## config.mk

```make
export PLATFORM = sky130hd
export DESIGN_NAME = fsa_top
export DESIGN_NICKNAME = d
export VERILOG_FILES = /design/src/common/fsa_pkg.sv /design/src/source/column_scanner.sv /design/src/detect/fsa_detect_header.sv /design/src/detect/fsa_detect_edge.sv /design/src/source/fsa_top.sv
export SDC_FILE = /design/constraint.sdc
export NUM_CORES = 1
export LEC_CHECK = 0
export BUFFER_PORTS_ARGS = -buffer_cell sky130_fd_sc_hd__buf_2
export CORE_MARGIN = 5
export CORE_UTILIZATION = 40
export CTS_CLUSTER_SIZE = 30
export DETAILED_ROUTE_END_ITERATION = 10
export PLACE_DENSITY = 0.6
export SKIP_LAST_GASP = 1
export SLEW_MARGIN = 10
export SYNTH_ARGS = -nofsm -noshare
export SYNTH_HDL_FRONTEND = slang
export SYNTH_SLANG_ARGS = --single-unit
```

## constraint.sdc

```tcl
create_clock -name clk -period 3.4 [get_ports clk]
set_input_delay 0.34 -clock clk [delete_from_list [all_inputs] [get_ports clk]]
set_output_delay 0.34 -clock clk [all_outputs]
set_load 0.01 [all_outputs]
```

## src/common/fsa_pkg.sv

```systemverilog
`default_nettype none

package fsa_pkg;

	// ##################################################
	// frame geometry

	localparam int IMG_W = 16;
	localparam int IMG_H = 12;
	localparam int X_W   = $clog2(IMG_W);
	localparam int Y_W   = $clog2(IMG_H);

	typedef logic [X_W-1:0] img_x_t;   // column index
	typedef logic [Y_W-1:0] img_y_t;   // row index

	// ##################################################
	// streams

	// one mask pixel on the input
	typedef struct packed {
		logic fg;
		logic sof;   // first pixel of the frame
		logic eol;   // last pixel of a row
	} pix_beat_t;

	typedef struct packed {
		img_x_t x;
		logic   val;    // column holds foreground
		img_y_t top;
		img_y_t bot;
		logic   pass;   // 0 for edges and header, 1 for corners
		logic   last;
	} col_prof_t;

	// ##################################################
	// result record

	typedef struct packed {
		img_x_t x;
		img_y_t y;
	} point_t;

	typedef struct packed {
		logic   edge_valid;
		img_x_t edge_x;
		logic   header_valid;
		img_x_t header_x;
		point_t corner_top;
		point_t corner_bot;
	} side_res_t;

	typedef struct packed {
		side_res_t lft;
		side_res_t rt;
	} fsa_res_t;

	typedef enum logic [1:0] {S_FILL, S_PASS0, S_PASS1} scan_state_t;

endpackage

`default_nettype wire

```

## src/source/column_scanner.sv

```systemverilog
`default_nettype none

module column_scanner
	import fsa_pkg::*;
(
	input  logic      clk,
	input  logic      resetn,
	input  logic      pix_valid,
	input  pix_beat_t pix,
	output logic      pix_ready,
	output logic      prof_valid,
	output col_prof_t prof
);

	scan_state_t state;
	img_x_t      x_cnt;
	img_y_t      y_cnt;
	img_x_t      rd_x;
	logic        rd_last;

	// per column profile store
	logic   col_val [IMG_W];
	img_y_t col_top [IMG_W];
	img_y_t col_bot [IMG_W];

	logic   pix_acc;
	img_x_t cur_x;
	img_y_t cur_y;
	logic   frame_end;

	assign pix_ready = (state == S_FILL);
	assign pix_acc   = pix_valid && pix_ready;
	assign cur_x     = pix.sof ? '0 : x_cnt;   // sof restarts the raster
	assign cur_y     = pix.sof ? '0 : y_cnt;
	assign frame_end = pix_acc && pix.eol && (cur_y == img_y_t'(IMG_H - 1));

	// ##################################################
	// raster position

	always_ff @(posedge clk) begin
		if (!resetn) begin
			x_cnt <= '0;
			y_cnt <= '0;
		end else if (pix_acc) begin
			if (pix.eol) begin
				x_cnt <= '0;
				y_cnt <= frame_end ? '0 : cur_y + 1'b1;
			end else begin
				x_cnt <= cur_x + 1'b1;
				y_cnt <= cur_y;
			end
		end
	end

	always_ff @(posedge clk) begin
		if (pix_acc) begin
			if (cur_y == '0) begin
				// first row starts a fresh column
				col_val[cur_x] <= pix.fg;
				col_top[cur_x] <= '0;
				col_bot[cur_x] <= '0;
			end else if (pix.fg) begin
				col_val[cur_x] <= 1'b1;
				col_bot[cur_x] <= cur_y;
				if (!col_val[cur_x])
					col_top[cur_x] <= cur_y;   // first hit from above
			end
		end
	end

	// ##################################################
	// two pass readout

	assign rd_last = (rd_x == img_x_t'(IMG_W - 1));

	always_ff @(posedge clk) begin
		if (!resetn) begin
			state <= S_FILL;
			rd_x  <= '0;
		end else begin
			case (state)
			S_FILL: begin
				rd_x <= '0;
				if (frame_end)
					state <= S_PASS0;
			end
			S_PASS0: begin
				rd_x <= rd_last ? '0 : rd_x + 1'b1;
				if (rd_last)
					state <= S_PASS1;
			end
			S_PASS1: begin
				rd_x <= rd_last ? '0 : rd_x + 1'b1;
				if (rd_last)
					state <= S_FILL;   // ready for the next frame
			end
			default: state <= S_FILL;
			endcase
		end
	end

	assign prof_valid = (state != S_FILL);

	always_comb begin
		prof.x    = rd_x;
		prof.val  = col_val[rd_x];
		prof.top  = col_top[rd_x];
		prof.bot  = col_bot[rd_x];
		prof.pass = (state == S_PASS1);
		prof.last = rd_last;
	end

	// source must frame rows at the configured width
	a_eol_at_row_end: assert property (@(posedge clk) disable iff (!resetn)
		pix_acc |-> (pix.eol == (cur_x == img_x_t'(IMG_W - 1))));

	// input reopens right after the last pass 1 profile
	a_readout_length: assert property (@(posedge clk) disable iff (!resetn)
		frame_end |-> ##(2 * IMG_W + 1)
			(pix_ready && $past(prof_valid && prof.pass && prof.last)));

endmodule

`default_nettype wire

```

## src/detect/fsa_detect_header.sv

```systemverilog
`default_nettype none

module fsa_detect_header
	import fsa_pkg::*;
(
	input  logic      clk,
	input  logic      resetn,
	input  logic      prof_valid,
	input  col_prof_t prof,
	output logic      lft_header_valid,
	output logic      rt_header_valid,
	output img_x_t    lft_header_x,
	output img_x_t    rt_header_x
);

	logic   hdr_found;
	img_y_t min_top;
	logic   scan_en;
	logic   col_first;
	logic   found_now;

	assign scan_en   = prof_valid && !prof.pass;   // header settles in pass 0
	assign col_first = (prof.x == '0);
	assign found_now = hdr_found && !col_first;    // stale frame counts as empty

	always_ff @(posedge clk) begin
		if (!resetn) begin
			hdr_found    <= 1'b0;
			min_top      <= '0;
			lft_header_x <= '0;
			rt_header_x  <= '0;
		end else if (scan_en) begin
			if (col_first) begin
				hdr_found    <= 1'b0;
				min_top      <= '0;
				lft_header_x <= '0;
				rt_header_x  <= '0;
			end
			if (prof.val && (!found_now || prof.top < min_top)) begin
				// new minimum restarts the header range
				hdr_found    <= 1'b1;
				min_top      <= prof.top;
				lft_header_x <= prof.x;
				rt_header_x  <= prof.x;
			end else if (prof.val && prof.top == min_top) begin
				rt_header_x <= prof.x;   // equal top widens to the right
			end
		end
	end

	assign lft_header_valid = hdr_found;
	assign rt_header_valid  = hdr_found;

	a_header_ordered: assert property (@(posedge clk) disable iff (!resetn)
		lft_header_valid |-> (lft_header_x <= rt_header_x));

endmodule

`default_nettype wire

```

## src/detect/fsa_detect_edge.sv

```systemverilog
`default_nettype none

module fsa_detect_edge
	import fsa_pkg::*;
(
	input  logic      clk,
	input  logic      resetn,
	input  logic      prof_valid,
	input  col_prof_t prof,
	output fsa_res_t  res,
	output logic      res_done
);

	logic   lft_hdr_valid;
	img_x_t lft_hdr_x;
	logic   rt_hdr_valid;
	img_x_t rt_hdr_x;

	fsa_detect_header header_detector (
		.clk             (clk),
		.resetn          (resetn),
		.prof_valid      (prof_valid),
		.prof            (prof),
		.lft_header_valid(lft_hdr_valid),
		.rt_header_valid (rt_hdr_valid),
		.lft_header_x    (lft_hdr_x),
		.rt_header_x     (rt_hdr_x)
	);

	logic p0_en;
	logic p1_en;
	logic col_first;

	assign p0_en     = prof_valid && !prof.pass;
	assign p1_en     = prof_valid && prof.pass;
	assign col_first = (prof.x == '0);

	// ##################################################
	// pass 0 edges

	logic   lft_edge_valid;
	img_x_t lft_edge_x;
	logic   rt_edge_valid;
	img_x_t rt_edge_x;

	always_ff @(posedge clk) begin
		if (!resetn) begin
			lft_edge_valid <= 1'b0;
			lft_edge_x     <= '0;
			rt_edge_valid  <= 1'b0;
			rt_edge_x      <= '0;
		end else if (p0_en) begin
			if (col_first) begin
				lft_edge_valid <= 1'b0;
				lft_edge_x     <= '0;
				rt_edge_valid  <= 1'b0;
				rt_edge_x      <= '0;
			end
			if (prof.val) begin
				if (!lft_edge_valid || col_first) begin
					lft_edge_valid <= 1'b1;
					lft_edge_x     <= prof.x;
				end
				rt_edge_valid <= 1'b1;
				rt_edge_x     <= prof.x;   // ends on the last valid column
			end
		end
	end

	// ##################################################
	// pass 1 corners

	point_t lft_ctop;
	point_t lft_cbot;
	logic   lft_bot_found;
	point_t rt_ctop;
	point_t rt_cbot;
	logic   rt_bot_found;
	logic   in_lft_span;
	logic   in_rt_span;
	logic   lft_take;
	logic   rt_take;

	assign in_lft_span = lft_hdr_valid && prof.val
		&& (prof.x >= lft_edge_x) && (prof.x <= lft_hdr_x);
	assign in_rt_span  = rt_hdr_valid && prof.val
		&& (prof.x >= rt_hdr_x) && (prof.x <= rt_edge_x);

	// left keeps the first maximum, right keeps the last
	assign lft_take = in_lft_span && (col_first || !lft_bot_found || prof.bot > lft_cbot.y);
	assign rt_take  = in_rt_span && (col_first || !rt_bot_found || prof.bot >= rt_cbot.y);

	always_ff @(posedge clk) begin
		if (!resetn) begin
			lft_ctop      <= '0;
			lft_cbot      <= '0;
			lft_bot_found <= 1'b0;
			rt_ctop       <= '0;
			rt_cbot       <= '0;
			rt_bot_found  <= 1'b0;
		end else if (p1_en) begin
			if (col_first) begin
				lft_ctop      <= '0;
				lft_cbot      <= '0;
				lft_bot_found <= 1'b0;
				rt_ctop       <= '0;
				rt_cbot       <= '0;
				rt_bot_found  <= 1'b0;
			end
			if (lft_edge_valid && prof.x == lft_edge_x)
				lft_ctop <= '{x: prof.x, y: prof.top};
			if (rt_edge_valid && prof.x == rt_edge_x)
				rt_ctop <= '{x: prof.x, y: prof.top};
			if (lft_take) begin
				lft_bot_found <= 1'b1;
				lft_cbot      <= '{x: prof.x, y: prof.bot};
			end
			if (rt_take) begin
				rt_bot_found <= 1'b1;
				rt_cbot      <= '{x: prof.x, y: prof.bot};
			end
		end
	end

	// ##################################################
	// result publish

	logic done_pend;   // last pass 1 column has been folded in

	always_ff @(posedge clk) begin
		if (!resetn) begin
			done_pend <= 1'b0;
			res_done  <= 1'b0;
			res       <= '0;
		end else begin
			done_pend <= p1_en && prof.last;
			res_done  <= done_pend;
			if (done_pend) begin
				res.lft.edge_valid   <= lft_edge_valid;
				res.lft.edge_x       <= lft_edge_x;
				res.lft.header_valid <= lft_hdr_valid;
				res.lft.header_x     <= lft_hdr_x;
				res.lft.corner_top   <= lft_ctop;
				res.lft.corner_bot   <= lft_cbot;
				res.rt.edge_valid    <= rt_edge_valid;
				res.rt.edge_x        <= rt_edge_x;
				res.rt.header_valid  <= rt_hdr_valid;
				res.rt.header_x      <= rt_hdr_x;
				res.rt.corner_top    <= rt_ctop;
				res.rt.corner_bot    <= rt_cbot;
			end
		end
	end

	// scanner must be back in fill once the result lands
	a_done_after_readout: assert property (@(posedge clk) disable iff (!resetn)
		res_done |-> !prof_valid);

endmodule

`default_nettype wire

```

## src/source/fsa_top.sv

```systemverilog
`default_nettype none

module fsa_top
	import fsa_pkg::*;
(
	input  logic      clk,
	input  logic      resetn,
	input  logic      pix_valid,
	input  pix_beat_t pix,
	output logic      pix_ready,
	output fsa_res_t  res,
	output logic      res_done
);

	// profile stream, no back-pressure
	logic      prof_valid;
	col_prof_t prof;

	column_scanner scanner0 (
		.clk       (clk),
		.resetn    (resetn),
		.pix_valid (pix_valid),
		.pix       (pix),
		.pix_ready (pix_ready),
		.prof_valid(prof_valid),
		.prof      (prof)
	);

	fsa_detect_edge detector0 (
		.clk       (clk),
		.resetn    (resetn),
		.prof_valid(prof_valid),
		.prof      (prof),
		.res       (res),
		.res_done  (res_done)
	);

endmodule

`default_nettype wire

```

== Word-level counts from Yosys, hierarchy flattened ==
Memories as Yosys holds them, arrays and structs flattened. A register that Yosys moved wholly into a read port is not among the register bits.
Index checks and enable logic that the tools add are counted.

* Add/sub/neg operators: 3
* $lt $le $gt $ge: 7
* Equality and inequality tests: 10
* Multiplexer cells: 54
* Bitwise gates (word level): 3
* Reduce and logical (&&, ||, !) cells: 51

{| class="wikitable"
|+ Operator list
! cell !! count
|-
| $mux 4 || 23
|-
| $mux 8 || 5
|-
| $mux 1 || 21
|-
| $logic_and 1x1->1 || 18
|-
| $reduce_bool 2->1 || 8
|-
| $reduce_and 2->1 || 7
|-
| $add 4x1->4 const B || 3
|-
| $eq 4x4->1 || 3
|-
| $ge 4x4->1 || 3
|-
| $eq 4x4->1 const B || 2
|-
| $le 4x4->1 || 2
|-
| $logic_not 4->1 || 2
|-
| $pmux 4 s2 || 1
|-
| $logic_not 1->1 || 6
|-
| $logic_or 1x1->1 || 6
|-
| $mux 2 || 3
|-
| $pmux 2 s3 || 1
|-
| $gt 4x4->1 || 1
|-
| $lt 4x4->1 || 1
|-
| $ne 2x2->1 const B || 2
|-
| $or 1x1->1 || 3
|-
| $reduce_and 3->1 || 1
|-
| $reduce_bool 3->1 || 1
|-
| $eq 2x1->1 const B || 1
|-
| other kinds (4) || 4
|}

* Register bits after elaboration: 124
* RAM bits: 144
* Input bits: 6
* Word-level logic and storage cells: 170
* Memories kept: 3

{| class="wikitable"
|+ Memory list
! memory !! words !! width !! rd ports !! clocked after Yosys merged registers in !! wr ports !! line !! text
|-
| scanner0.col_bot || 16 || 4 || 1 || 1 || 1 || column_scanner.sv:24 || <nowiki>img_y_t col_bot [IMG_W];</nowiki>
|-
| scanner0.col_top || 16 || 4 || 1 || 1 || 1 || column_scanner.sv:23 || <nowiki>img_y_t col_top [IMG_W];</nowiki>
|-
| scanner0.col_val || 16 || 1 || 2 || 1 || 1 || column_scanner.sv:22 || <nowiki>logic col_val [IMG_W];</nowiki>
|}

== Depth between registers and ports, before layout ==
* Word-level depth: 8
* Gate-level depth with buffers: 15

== Modules after synthesis ==
A second synthesis with hierarchy kept.

* Cell total of the unflattened synthesis: 898
* Area, all modules: 11860.1 um^2

{| class="wikitable"
|+ Modules (own cells, without submodules)
! module !! instances !! cells an instance !! area an instance (um^2)
|-
| column_scanner || 1 || 414 || 6954.2
|-
| fsa_detect_edge || 1 || 426 || 4290.4
|-
| fsa_detect_header || 1 || 58 || 615.6
|}

== Worst setup path before layout ==
Ideal clock, no wire load.

* Kind: register -> register
* From: register with a tool-made name
* To: register detector0.header_detector.rt_header_x[0]
* Library setup time: 122 ps
* Arrival time: 3080 ps
* Data required time: 3278 ps
* Slack: 198 ps
* Stages on the path, launching flop included: 13
* Buffers on the path: 2
* Period minus slack after synthesis: 3202 ps
* Cell sequence: dfxtp_1 > buf_2 > buf_2 > mux4_2 > a22oi_1 > nand2_1 > ha_1 > nor2b_1 > o211ai_1 > a21oi_1 > a21o_1 > and3_1 > a311o_1

{| class="wikitable"
|+ RTL lines
! element !! line !! text
|-
| end signal: assignment || fsa_detect_header.sv:44 || <nowiki>rt_header_x <= prof.x;</nowiki>
|-
| end signal: assignment || fsa_detect_header.sv:46 || <nowiki>rt_header_x <= prof.x;</nowiki>
|-
| end: declaration || fsa_detect_header.sv:13 || <nowiki>output img_x_t rt_header_x</nowiki>
|}

==> impl_results.md <==
- Worst Slack Setup Final: 0.231 ns
- Antenna violations before repair: 1
- Number of global-route vias before repair: 7305
- First-pass GRT wire length: slightly above 40000 um
- Critical path class: flop to flop
- Final Cycle Share: 93.2%
- Vias per inst: about 5.2
- Peak supply drop: about 0.00034 V
- Post-CTS Setup Inserts: 0
- Post-Syn Area: around 12000 um2
- Worst slack at placement: 0.246 ns
- Final setup viols: 0
- Grt total ovfl: 0
- Largest net degree at the start of global routing: 55
- Final WL: roughly 25000 um
- Logic pwr share: about 2%
- Syn. warnings: 0
- Most common cell in the synthesized netlist: edfxtp_1
- Crit. End Element: flop
- PD cells: approximately 510 nW/um2
- Yosys top cell area share: 37.6%
- Psw: 0.00135 W
- WP data arrival: approximately 3.6 ns
- Switching share of total power: 19.6%
- WL/cell: roughly 18 um
- Average cell area after synthesis: roughly 12 um2
- Clk root buf: clkbuf_16
- Synth Register Bits: between 200 and 300
- Slowest cell on crit path: mux4_2
- Post-DRT Antenna Nets: 0
- Least-Margin Pin Slew: approximately 1.1 ns
- Crit-path max FO: 16
- Number of max-cap violations: 0
- Setup crit start kind: flop
- Rows: 62
- Endpoints failing hold: 0
- R2r setup slk: between 0.2 and 0.25 ns
- Clk_skew: around 0.011 ns
- CP cell instances: buf_12 -> mux4_2 -> a22o_1 -> a221oi_1 -> buf_4 -> ha_1 -> nand2b_1 -> a211oi_1 -> o21ai_0 -> o21ai_0 -> nor4b_2 -> buf_4 -> o21a_1
- LEAKAGE: between 4 and 5 nW
- Hold_buf cts: 0
- Post-detail-place hpwl: roughly 17000 um
- Mapped Cells: ~900
- Final Max Slew Viols: 0
- Top cells by count, synth: edfxtp_1, dfxtp_1, nor2_1
- Gpl congestion: about 0.84
- Async SR Flop Fraction: 0%
- Reg power frac: about half
- Clock power frac: between 40% and 50%
- Port bufs: 59
- Final net count: about 1000
- CP peak stage delay: 0.52 ns
- Post-synth EDFFs: roughly 140
- CTS max path bufs: 3
- FMAX: approximately 320 MHz
- # IOs: 60
- Synth Flop Type: edfxtp_1
- Die Y: between 150 and 200 um
- DRT Pass-1 Iters: 5
- RSZ-0062 raised after global routing: false
- Run status: completed
- Clk Latency, worst-skew pair: between 0.5 and 0.6 ns
- Design Power: 0.00688 W
- Drt drc: 0
- Final min period: between 3 and 4 ns
- Cell Int Power: between 0.005 and 0.006 W
- Area growth, synth to finish: 16.4%
- Hold WC Path Type: input pin to flop
- CTS tree: yes
- Post-synthesis sequential area ratio: 59.9%
- Global Route Usage Sum: 15.2%
- H-tree Lvls: 1
- CP Data Required Time: approximately 3.8 ns
- Core area: 28500 um2
- Total CTS buffers: 28
- Die width: approximately 180 um
- Post-CTS resize count: 0
- Clock Sinks: approximately 270
- Die Area: 32300 um2
- Setup tns final: 0 ns
- Layout cells sized above 1: 18.9%
- Leading area contributor after synthesis: edfxtp_1
- DRT iter0 DRCs: roughly 540
- Synthesized net count: ~1000
- Starting Density: roughly two fifths
- Post-synthesis cell type count: 55
- Max transition margin: about 27%
- Top cells by area, synth: edfxtp_1, dfxtp_1, mux4_2, mux2i_1, ha_1
- Via count: between 7000 and 8000
- Clock-pin slew on the worst setup and hold paths: approximately 0.06 ns
==> per-stage QoR <==
step                      hold WS (ns)  cells  util (%)  area, um2
after detailed placement         0.451   1349      43.3      12400
after floorplan                  0.434    925         -      11500
after global routing             0.198   1401      46.9      13400
after CTS                        0.167   1400      46.9      13400
after global placement           0.446   1349      43.3      12400
final                            0.192   1401      46.9      13400
==> cells in the final DEF (no fill, tap or decap), types with 14 or more instances in the layout <==
cell type  synthesis  layout
inv_1             33      32
ha_1              40      40
buf_2              6      59
o21ai_0           14      14
a22oi_1           32      32
mux4_2            36      36
buf_4              4      30
nor2_1           123     123
and3_1            21      21
nand2_1           68      68
edfxtp_1         144     144
clkbuf_16          0      32
nand3_1           14      14
a21oi_1           29      29
dfxtp_1          128     126
mux2i_1           70      70
==> worst paths after layout <==
check        cells past startpoint                      to            startpoint
max                             13  detector0.rt_bot_found                  flop
min reg2reg                      2    detector0.rt_cbot[4]  detector0.rt_cbot[4]
max reg2reg                     13  detector0.rt_bot_found                  flop
min                              3       scanner0.y_cnt[2]                pix[0]
==> power groups by stage <==
stage	logic (W)	clock network (W)	registers (W)
CTS	0.000137	0.00339	0.00344
global placement	0.000136	0	0.00351
global route	0.000151	0.00353	0.00344
finish	0.000137	0.00330	0.00344
floorplan	0.0000956	0	0.00351
detailed placement	0.000136	0	0.00351
==> registers in the layout, indices dropped and copies added (netlist names), 2 cells and up, named ones only <==
name	count
detector0.header_detector.lft_header_x	4
detector0.header_detector.min_top	4
scanner0.state	2
scanner0.y_cnt	4
detector0.rt_ctop	8
detector0.rt_edge_x	4
detector0.lft_ctop	8
detector0.rt_cbot	8
scanner0.x_cnt	4
detector0.lft_cbot	8
scanner0.col_val	16
detector0.header_detector.rt_header_x	4
scanner0.rd_x	4
scanner0.col_top	64
scanner0.col_bot	64
detector0.res	51
detector0.lft_edge_x	4
==> per-layer routing <==
metal | track usage (%) | routed length, um
met5 | 0 | 0
met4 | 4.30 | 563
met3 | 2.67 | 1410
met2 | 24.8 | 11600
met1 | 21.0 | 11300
==> cell type report <==
cell class / count / area, um2
clock buffer: 37 / 842
inverter: 33 / 124
tap: 384 / 480
sequential: 272 / 6890
multi-input combinational: 567 / 4270
clock inverter: 14 / 185
fill: 2603 / 15200
antenna: 1 / 2.50
timing repair buffer: 93 / 601
==> logic make-up after synthesis <==
logic type / count (synthesis) / synth area share, %
compound gates: 124 / 7.42
mux: 109 / 13.4
flops: 272 / 59.9
fa+ha+maj: 40 / 4.35
simple gates: 293 / 11.8
xor+xnor: 1 / 0.0762
buf+inv: 86 / 3.08
==> critical path: cells and delay by family (launching register included) <==
| family | cells | cell delay, ns |
|---|---|---|
| DFF | 1 | 0.38 |
| muxes | 1 | 0.52 |
| AOI/OAI and AO/OA | 6 | 1.19 |
| and+or+nand+nor | 2 | 0.22 |
| adders and majority gates | 1 | 0.21 |
| buffers and inverters | 3 | 0.55 |
(Power assumes the default switching activity.)
